$ cat src/fifo_params.svh
`ifndef FIFO_PARAMS_SVH
`define FIFO_PARAMS_SVH

// ----------------------------------------------------------------------
// Memory geometry
// ----------------------------------------------------------------------

`define FIFO_ADDR_W        4                      // 16 entries
`define FIFO_DEPTH         (1 << `FIFO_ADDR_W)    // Always a power of two

// ----------------------------------------------------------------------
// Almost flag thresholds
// ----------------------------------------------------------------------

// Static levels checked against the next fill level
`define FIFO_AFULL_LEVEL   14    // afull at or above this level
`define FIFO_AEMPTY_LEVEL  2     // aempty at or below this level

`endif

$ cat src/fifo_pkg.sv
`default_nettype none

`include "fifo_params.svh"

package fifo_pkg;

   // ----------------------------------------------------------------------
   // Shared types
   // ----------------------------------------------------------------------

   // Address into the external memory
   // Low bits of the wrapping write and read counters
   typedef logic [`FIFO_ADDR_W-1:0] addr_t;

   // Fill level from 0 up to FIFO_DEPTH inclusive
   // One bit wider than an address so a full FIFO is distinct from empty
   typedef logic [`FIFO_ADDR_W:0]   level_t;

endpackage

`default_nettype wire

$ cat src/fifo_write_port.sv
`timescale 1ns/1ps
`default_nettype none

`include "fifo_params.svh"

module fifo_write_port (
   input  logic            pos_clk,
   input  logic            aresetn,
   input  logic            we_i,          // Level write request
   input  logic            full_i,        // From the status block
   output logic            memwe_o,       // Memory write enable
   output fifo_pkg::addr_t memwaddr_o,    // Memory write address
   output logic            wr_accept_o,   // Accepted write back to status
   output logic            wack_o,        // One cycle after an accepted write
   output logic            overflow_o     // One cycle after a refused write
);

   import fifo_pkg::*;

   logic  we_ok;         // Request that passes the full check
   logic  we_refused;    // Request that hits a full FIFO
   logic  wack_q;
   logic  overflow_q;
   addr_t waddr_q;
   addr_t waddr_nxt;

   // ----------------------------------------------------------------------
   // Request gating
   // ----------------------------------------------------------------------

   // Writes stop while full and are not retried
   assign we_ok      = we_i & ~full_i;
   assign we_refused = we_i & full_i;

   // Same strobe to the memory and to the occupancy counter
   assign memwe_o     = we_ok;
   assign wr_accept_o = we_ok;

   // ----------------------------------------------------------------------
   // Write address counter
   // ----------------------------------------------------------------------

   // Wrap from the last entry back to the first
   always_comb begin
      if (waddr_q == addr_t'(`FIFO_DEPTH - 1)) begin
         waddr_nxt = '0;
      end else begin
         waddr_nxt = waddr_q + addr_t'(1);
      end
   end

   always_ff @(posedge pos_clk or negedge aresetn) begin
      if (!aresetn) begin
         waddr_q <= '0;
      end else if (we_ok) begin
         waddr_q <= waddr_nxt;    // Advance at the edge ending the write
      end
   end

   assign memwaddr_o = waddr_q;   // Address of the write in this cycle

   // ----------------------------------------------------------------------
   // Handshake and error pulses
   // ----------------------------------------------------------------------

   // Both pulses last one cycle since the request is sampled every edge
   always_ff @(posedge pos_clk or negedge aresetn) begin
      if (!aresetn) begin
         wack_q     <= 1'b0;
         overflow_q <= 1'b0;
      end else begin
         wack_q     <= we_ok;
         overflow_q <= we_refused;
      end
   end

   assign wack_o     = wack_q;
   assign overflow_o = overflow_q;

endmodule

`default_nettype wire

$ cat src/fifo_read_port.sv
`timescale 1ns/1ps
`default_nettype none

`include "fifo_params.svh"

module fifo_read_port (
   input  logic            pos_clk,
   input  logic            aresetn,
   input  logic            re_i,          // Level read request
   input  logic            empty_i,       // From the status block
   output logic            memre_o,       // Memory read enable
   output fifo_pkg::addr_t memraddr_o,    // Memory read address
   output logic            rd_accept_o,   // Accepted read back to status
   output logic            dvld_o,        // Read data valid one cycle later
   output logic            underflow_o    // One cycle after a refused read
);

   import fifo_pkg::*;

   logic  re_ok;         // Request that passes the empty check
   logic  re_refused;    // Request that hits an empty FIFO
   logic  dvld_q;
   logic  underflow_q;
   addr_t raddr_q;
   addr_t raddr_nxt;

   // ----------------------------------------------------------------------
   // Request gating
   // ----------------------------------------------------------------------

   // Reads stop while empty and are not retried
   assign re_ok      = re_i & ~empty_i;
   assign re_refused = re_i & empty_i;

   assign memre_o     = re_ok;
   assign rd_accept_o = re_ok;

   // ----------------------------------------------------------------------
   // Read address counter
   // ----------------------------------------------------------------------

   // Last entry rolls over to entry 0
   always_comb begin
      if (raddr_q == addr_t'(`FIFO_DEPTH - 1)) begin
         raddr_nxt = '0;
      end else begin
         raddr_nxt = raddr_q + addr_t'(1);
      end
   end

   always_ff @(posedge pos_clk or negedge aresetn) begin
      if (!aresetn) begin
         raddr_q <= '0;
      end else if (re_ok) begin
         raddr_q <= raddr_nxt;
      end
   end

   // Memory samples this address together with memre_o
   assign memraddr_o = raddr_q;

   // ----------------------------------------------------------------------
   // Data valid and underflow
   // ----------------------------------------------------------------------

   // Memory returns data one edge after the read, hence dvld here
   always_ff @(posedge pos_clk or negedge aresetn) begin
      if (!aresetn) begin
         dvld_q      <= 1'b0;
         underflow_q <= 1'b0;
      end else begin
         dvld_q      <= re_ok;
         underflow_q <= re_refused;    // No dvld for a refused read
      end
   end

   assign dvld_o      = dvld_q;
   assign underflow_o = underflow_q;

endmodule

`default_nettype wire

$ cat src/fifo_status.sv
`timescale 1ns/1ps
`default_nettype none

`include "fifo_params.svh"

module fifo_status (
   input  logic             pos_clk,
   input  logic             aresetn,
   input  logic             wr_accept_i,   // Write taken this cycle
   input  logic             rd_accept_i,   // Read taken this cycle
   output fifo_pkg::level_t level_o,
   output logic             full_o,
   output logic             afull_o,
   output logic             empty_o,
   output logic             aempty_o
);

   import fifo_pkg::*;

   level_t level_q;
   level_t level_nxt;
   logic   full_q;
   logic   afull_q;
   logic   empty_q;
   logic   aempty_q;

   // ----------------------------------------------------------------------
   // Occupancy counter
   // ----------------------------------------------------------------------

   // A write and a read in the same cycle cancel out
   assign level_nxt = level_q + level_t'(wr_accept_i) - level_t'(rd_accept_i);

   // Flags come from the next level so they line up with level_o
   always_ff @(posedge pos_clk or negedge aresetn) begin
      if (!aresetn) begin
         level_q  <= '0;
         full_q   <= 1'b0;
         afull_q  <= 1'b0;
         empty_q  <= 1'b1;    // Starts empty
         aempty_q <= 1'b1;
      end else begin
         level_q  <= level_nxt;
         full_q   <= (level_nxt == level_t'(`FIFO_DEPTH));
         afull_q  <= (level_nxt >= level_t'(`FIFO_AFULL_LEVEL));
         empty_q  <= (level_nxt == '0);
         aempty_q <= (level_nxt <= level_t'(`FIFO_AEMPTY_LEVEL));
      end
   end

   assign level_o  = level_q;
   assign full_o   = full_q;
   assign afull_o  = afull_q;
   assign empty_o  = empty_q;
   assign aempty_o = aempty_q;

endmodule

`default_nettype wire

$ cat src/fifo_ctrl_top.sv
`timescale 1ns/1ps
`default_nettype none

module fifo_ctrl_top (
   input  logic             pos_clk,
   input  logic             aresetn,
   input  logic             we_i,
   input  logic             re_i,
   output logic             memwe_o,
   output logic             memre_o,
   output fifo_pkg::addr_t  memwaddr_o,
   output fifo_pkg::addr_t  memraddr_o,
   output logic             full_o,
   output logic             afull_o,
   output logic             empty_o,
   output logic             aempty_o,
   output logic             wack_o,
   output logic             dvld_o,
   output logic             overflow_o,
   output logic             underflow_o,
   output fifo_pkg::level_t level_o
);

   logic wr_accept;    // Write port to status
   logic rd_accept;    // Read port to status

   // ----------------------------------------------------------------------
   // Write side gated by full
   // ----------------------------------------------------------------------
   fifo_write_port u_wr (
      .pos_clk     (pos_clk),
      .aresetn     (aresetn),
      .we_i        (we_i),
      .full_i      (full_o),
      .memwe_o     (memwe_o),
      .memwaddr_o  (memwaddr_o),
      .wr_accept_o (wr_accept),
      .wack_o      (wack_o),
      .overflow_o  (overflow_o)
   );

   // Read side gated by empty
   fifo_read_port u_rd (
      .pos_clk     (pos_clk),
      .aresetn     (aresetn),
      .re_i        (re_i),
      .empty_i     (empty_o),
      .memre_o     (memre_o),
      .memraddr_o  (memraddr_o),
      .rd_accept_o (rd_accept),
      .dvld_o      (dvld_o),
      .underflow_o (underflow_o)
   );

   fifo_status u_status (
      .pos_clk     (pos_clk),
      .aresetn     (aresetn),
      .wr_accept_i (wr_accept),
      .rd_accept_i (rd_accept),
      .level_o     (level_o),
      .full_o      (full_o),
      .afull_o     (afull_o),
      .empty_o     (empty_o),
      .aempty_o    (aempty_o)
   );

endmodule

`default_nettype wire

$ cat config.mk
export PLATFORM = sky130hd
export DESIGN_NAME = fifo_ctrl_top
export DESIGN_NICKNAME = d
export VERILOG_FILES = /design/src/fifo_pkg.sv /design/src/fifo_write_port.sv /design/src/fifo_read_port.sv /design/src/fifo_status.sv /design/src/fifo_ctrl_top.sv
export VERILOG_INCLUDE_DIRS = /design/src /design/src/src
export SDC_FILE = /design/constraint.sdc
export NUM_CORES = 1
export LEC_CHECK = 0
export ABC_AREA = 0
export BUFFER_PORTS_ARGS = -buffer_cell sky130_fd_sc_hd__buf_2
export CAP_MARGIN = 20
export CORE_MARGIN = 8
export CORE_UTILIZATION = 54
export CTS_BUF_LIST = sky130_fd_sc_hd__clkbuf_16
export CTS_CLUSTER_DIAMETER = 30
export DETAILED_ROUTE_END_ITERATION = 6
export PLACE_DENSITY = 0.9
export SLEW_MARGIN = 20
export SYNTH_ARGS = -nofsm -noshare
export SYNTH_HDL_FRONTEND = slang
export SYNTH_SLANG_ARGS = --single-unit
$ cat constraint.sdc
create_clock -name pos_clk -period 4.2 [get_ports pos_clk]
set_input_delay 0.42 -clock pos_clk [delete_from_list [all_inputs] [get_ports pos_clk]]
set_output_delay 0.42 -clock pos_clk [all_outputs]
set_load 0.05 [all_outputs]
Word level (Yosys, flattened, before mapping):

Index checks and enable logic that the tools add are counted.

* flip-flop bits (word level): 21
* output and inout port bits: 23
* logic and storage cells: 29

* add/subtract/negate cells: 4
* magnitude comparators: 2
* equality and inequality tests: 3
* mux-type cells: 2
* bitwise gates (word level): 6
* reduce and logical (&&, ||, !) cells: 1

Operator list (count)
* $add 4x1->4 const B: 2
* $eq 4x4->1 const B: 2
* $mux 4: 2
* $add 5x1->5: 1
* $eq 5x5->1 const B: 1
* $ge 5x4->1 const B: 1
* $le 5x2->1 const B: 1
* $logic_not 5->1: 1
* $sub 5x1->5: 1
* $and 1x1->1: 4
* $not 1->1: 2

Logic depth before layout (Yosys ltp):

* depth in word-level cells: 5
* depth in mapped cells: 9

By module:

A second synthesis with hierarchy kept.

* cells, all modules: 85
* area total of the unflattened synthesis: 992.2 um2

Modules (own cells, without submodules)
* fifo_status: instances 1, cells each 39, area an instance 456.7 um2, seq. area each 227.7 um2
* fifo_read_port: instances 1, cells each 23, area an instance 267.8 um2, seq. area each 150.1 um2
* fifo_write_port: instances 1, cells each 23, area an instance 267.8 um2, seq. area each 150.1 um2

Least setup slack after synthesis:

OpenSTA, ideal clock, no wires.

* kind: flip-flop to flip-flop
* from: register u_status.empty_q, in the netlist u_status.empty_o
* to: register u_status.full_q, in the netlist u_status.full_o
* arrival time: 2.891 ns
* path slack: 1.188 ns
* stages on the path, launching flop included: 10
* period minus slack after synthesis: 3.012 ns
* cell sequence: dfstp_2 -> nand2b_1 -> inv_1 -> ha_1 -> inv_1 -> ha_1 -> fa_1 -> xor2_1 -> or3_1 -> a2111oi_1

* longest elaborated chain between the ends: 4

Ends and longest elaborated chain
* start: declaration: RTL line fifo_status.sv:24 `logic empty_q;`
* start signal: assignment: RTL line fifo_status.sv:46 `empty_q <= (level_nxt == '0);`
* $not 1->1: RTL line fifo_read_port.sv:32 `assign re_ok = re_i & ~empty_i;`
* $and 1x1->1: RTL line fifo_read_port.sv:32
* net memre_o: RTL line fifo_ctrl_top.sv:10 `output logic memre_o,`
* $sub 5x1->5: RTL line fifo_status.sv:32 `assign level_nxt = level_q + level_t'(wr_accept_i) - level_t'(rd_accept_i);`
* net u_status.level_nxt[2]: RTL line fifo_status.sv:21 `level_t level_nxt;`
* $eq 5x5->1: RTL line fifo_status.sv:44 `` full_q <= (level_nxt == level_t'(`FIFO_DEPTH)); ``
* end signal: assignment: RTL line fifo_status.sv:44
* end: declaration: RTL line fifo_status.sv:22 `logic full_q;`

The timed path passes the listed nets, and every way through them passes these cells.
A chain may end at the register's enable or synchronous reset.

Worst setup path in the final report:

* from: register u_status.empty_q, in the netlist u_status.empty_o
* to: register u_status.full_q, in the netlist u_status.full_o

* longest elaborated chain between the ends: 4

Ends and longest elaborated chain (RTL line)
* $not 1->1: fifo_read_port.sv:32
* $and 1x1->1: fifo_read_port.sv:32
* $sub 5x1->5: fifo_status.sv:32
* net u_status.level_nxt[2]: fifo_status.sv:21
* $eq 5x5->1: fifo_status.sv:44

The timed path passes the listed nets, and every way through them passes these cells.

==> reports/results.txt <==
outcome - finished clean
Simple-Gate Fraction of Synth Area - 14.05%
Initial DRT Pass Iterations - 4
max reg flops - 5
Netlist cell types - 30
vias per inst - 5.418
Worst-path clk slew - 0.05 ns
main combinational cell family by area after synthesis - compound AO/OA/AOI/OAI gates
worst reg-to-reg path cell count - 9
RSZ-0062 raised after global routing - no
Max-Slew Margin vs Limit - 62.25%
most frequent cells in the layout - 26 x buf_2, 19 x dfrtp_1, 9 x inv_1
Synth area leaders - dfrtp_1 48%, ha_1 8.8%, dfstp_2 5.3%
num ports - 27
antenna violations before repair - 0
via total after detailed routing - 764
Hold-fix buffers, CTS - 0
mux cell area share after synthesis - 0%
wire length per cell - 14.57 µm
die height - 58.97 µm
Yosys top cell area share - 47.68%
Worst Setup Path Type - reg2reg
commonest non-fill, non-tap cell in the layout - buf_2
max cap viols - 0
layout cells sized above 1 - 33.62%
I/O Buffers - 26
Mapped Area - 997.2 µm²
Post-Synthesis Cells - 86
Syn Area/Cell - 11.60 µm²
slew of the pin with the lowest slew margin - 0.5604 ns
die outline area - 0.003477 mm²
clock insertion delay at the later pin of the skew report - 0.24 ns
global route total overflow - 0
largest net degree at the start of global routing - 22
layer with the highest usage - met2
Final Cycle Share - 65.64%
setup violators final - 0
Max Slew Vio Count - 0
Final min period - 2.757 ns
number of remaining DRC errors - 0
# nets final - 129
TritonCTS clock tree - built
Routed Wire Length - 2055 µm
Post-CTS Setup Repair Bufs - 0
Crit Path Max Fanout - 6
Slowest cell on crit path - dfstp_2
complex-gate fraction of the synthesized area - 15.31%
core area - 0.001727 mm²
Worst Path Arrival - 2.89 ns
# H-tree levels - 1
post-CTS sizing - 0
post-route ant nets - 0
Detail Placement HPWL - 1571 µm
number of global-route vias before repair - 783
first-pass GRT wire length - 3408 µm
Synth Net Count - 98
final hold slack - 0.1144 ns
GRT Overall Usage - 12.57%
Peak Freq - 362.7 MHz
CP Capture Type - flip-flop
RePlAce Congestion - 0.8227
xor and xnor area share after synthesis - 3.513%
Post-Synth Adder-Cell Area - 10.79%
leading area contributor after synthesis - dfrtp_1
Root Buffer - clkbuf_16
R2R Path End - u_status.full_o
Setup TNS - 0 ns
ant diodes - 0
CTS Buffer Depth - 2
Hold Path Class - in2async
Yosys warnings - 0
WP data required - 4.33 ns
crit-path max cell delay - 0.53 ns
routing usage on met2 - 19.31%
Area Overhead vs Synth - 24.22%
clock skew - 0.001146 ns
Seq cells post-synth - 21
die width - 58.97 µm
FF-to-FF Start - u_status.empty_o
r2r setup slk - 1.44 ns
number of clock sinks - 21
CP startpoint kind - flip-flop
Final Hold Fails - 0
Starting Density - 57.75%
M3 GR Usage - 5.206%
Site Rows - 15
post-synthesis sequential area ratio - 52.95%
GRT met1 Usage - 14.60%
Starting DRT DRC Count - 19
CTS Buf Count - 3
crit-path cells - nand2b_1 > inv_1 > ha_1 > inv_1 > ha_1 > fa_1 > xor2_1 > or3_1 > a2111oi_1
cell usage after synthesis:
library cell / n
a311oi_1: 2
nand2_1: 8
nor3b_1: 1
xor2_1: 1
a2111oi_1: 2
a21oi_1: 4
a2111oi_2: 1
a21boi_0: 1
and3_4: 1
or3_4: 1
and2_2: 1
dfstp_2: 2
a21o_2: 1
nand4_1: 2
o31ai_1: 2
xnor2_1: 3
nand3_1: 1
dfrtp_1: 19
a21o_1: 3
nor2_1: 1
a311o_2: 1
fa_1: 1
ha_1: 7
and3_2: 1
nand2b_1: 2
inv_1: 9
or3_1: 1
and3_1: 1
and2_1: 3
o21ai_0: 3
kinds of logic (layout without fill, tap and decap cells):
group                      after synthesis  after routing
AOI/OAI and AO/OA                       20             20
buffers and inverters                    9             39
adders and majority gates                8              8
xor gates and xnor gates                 4              4
and+or+nand+nor                         24             24
DFF                                     21             21
how the worst max path moves through the flow:
| stage | startpoint | to |
|---|---|---|
| after detailed placement | u_status.empty_o | u_status.full_o |
| after floorplan | u_status.empty_o | u_status.full_o |
| after CTS | u_status.empty_o | u_status.full_o |
| final | u_status.empty_o | u_status.full_o |
| after global placement | u_status.empty_o | u_status.full_o |
| after global routing | u_status.empty_o | u_status.full_o |
layout make-up:
class | instances | area (µm²)
clock buffers | 3 | 75.07
clock inverters | 1 | 5.005
fillers | 132 | 488.0
inverters | 9 | 33.78
multi-input cells | 56 | 435.4
flip-flops and latches | 21 | 528.0
well taps | 25 | 31.28
repair buffers | 26 | 130.1
worst max-delay path: cells and delay by family, from the launching register on:
family	cells	cell delay (ns)
AOI/OAI and AO/OA	1	0.25
xor gates and xnor gates	1	0.19
adders and majority gates	3	0.93
buffers and inverters	2	0.18
DFF	1	0.53
and+or+nand+nor	2	0.55
stage by stage:
stage	util, %	instance area [µm²]	cells	setup WS [ns]
final	71.74	1239	141	1.443
after floorplan	-	997.2	86	1.188
after global routing	71.74	1239	141	1.290
after global placement	67.10	1159	137	1.571
after CTS	71.74	1239	141	1.440
after detailed placement	67.10	1159	137	1.460
layer usage:
layer  part of all wire, %  routed length, µm
met5                     0                  0
met1                    43                878
met2                    45                929
met4                   1.8                 38
met3                    10                208
Power is not shown: default switching activity piles up to over one toggle a cycle in this logic, so the estimate is an artifact.
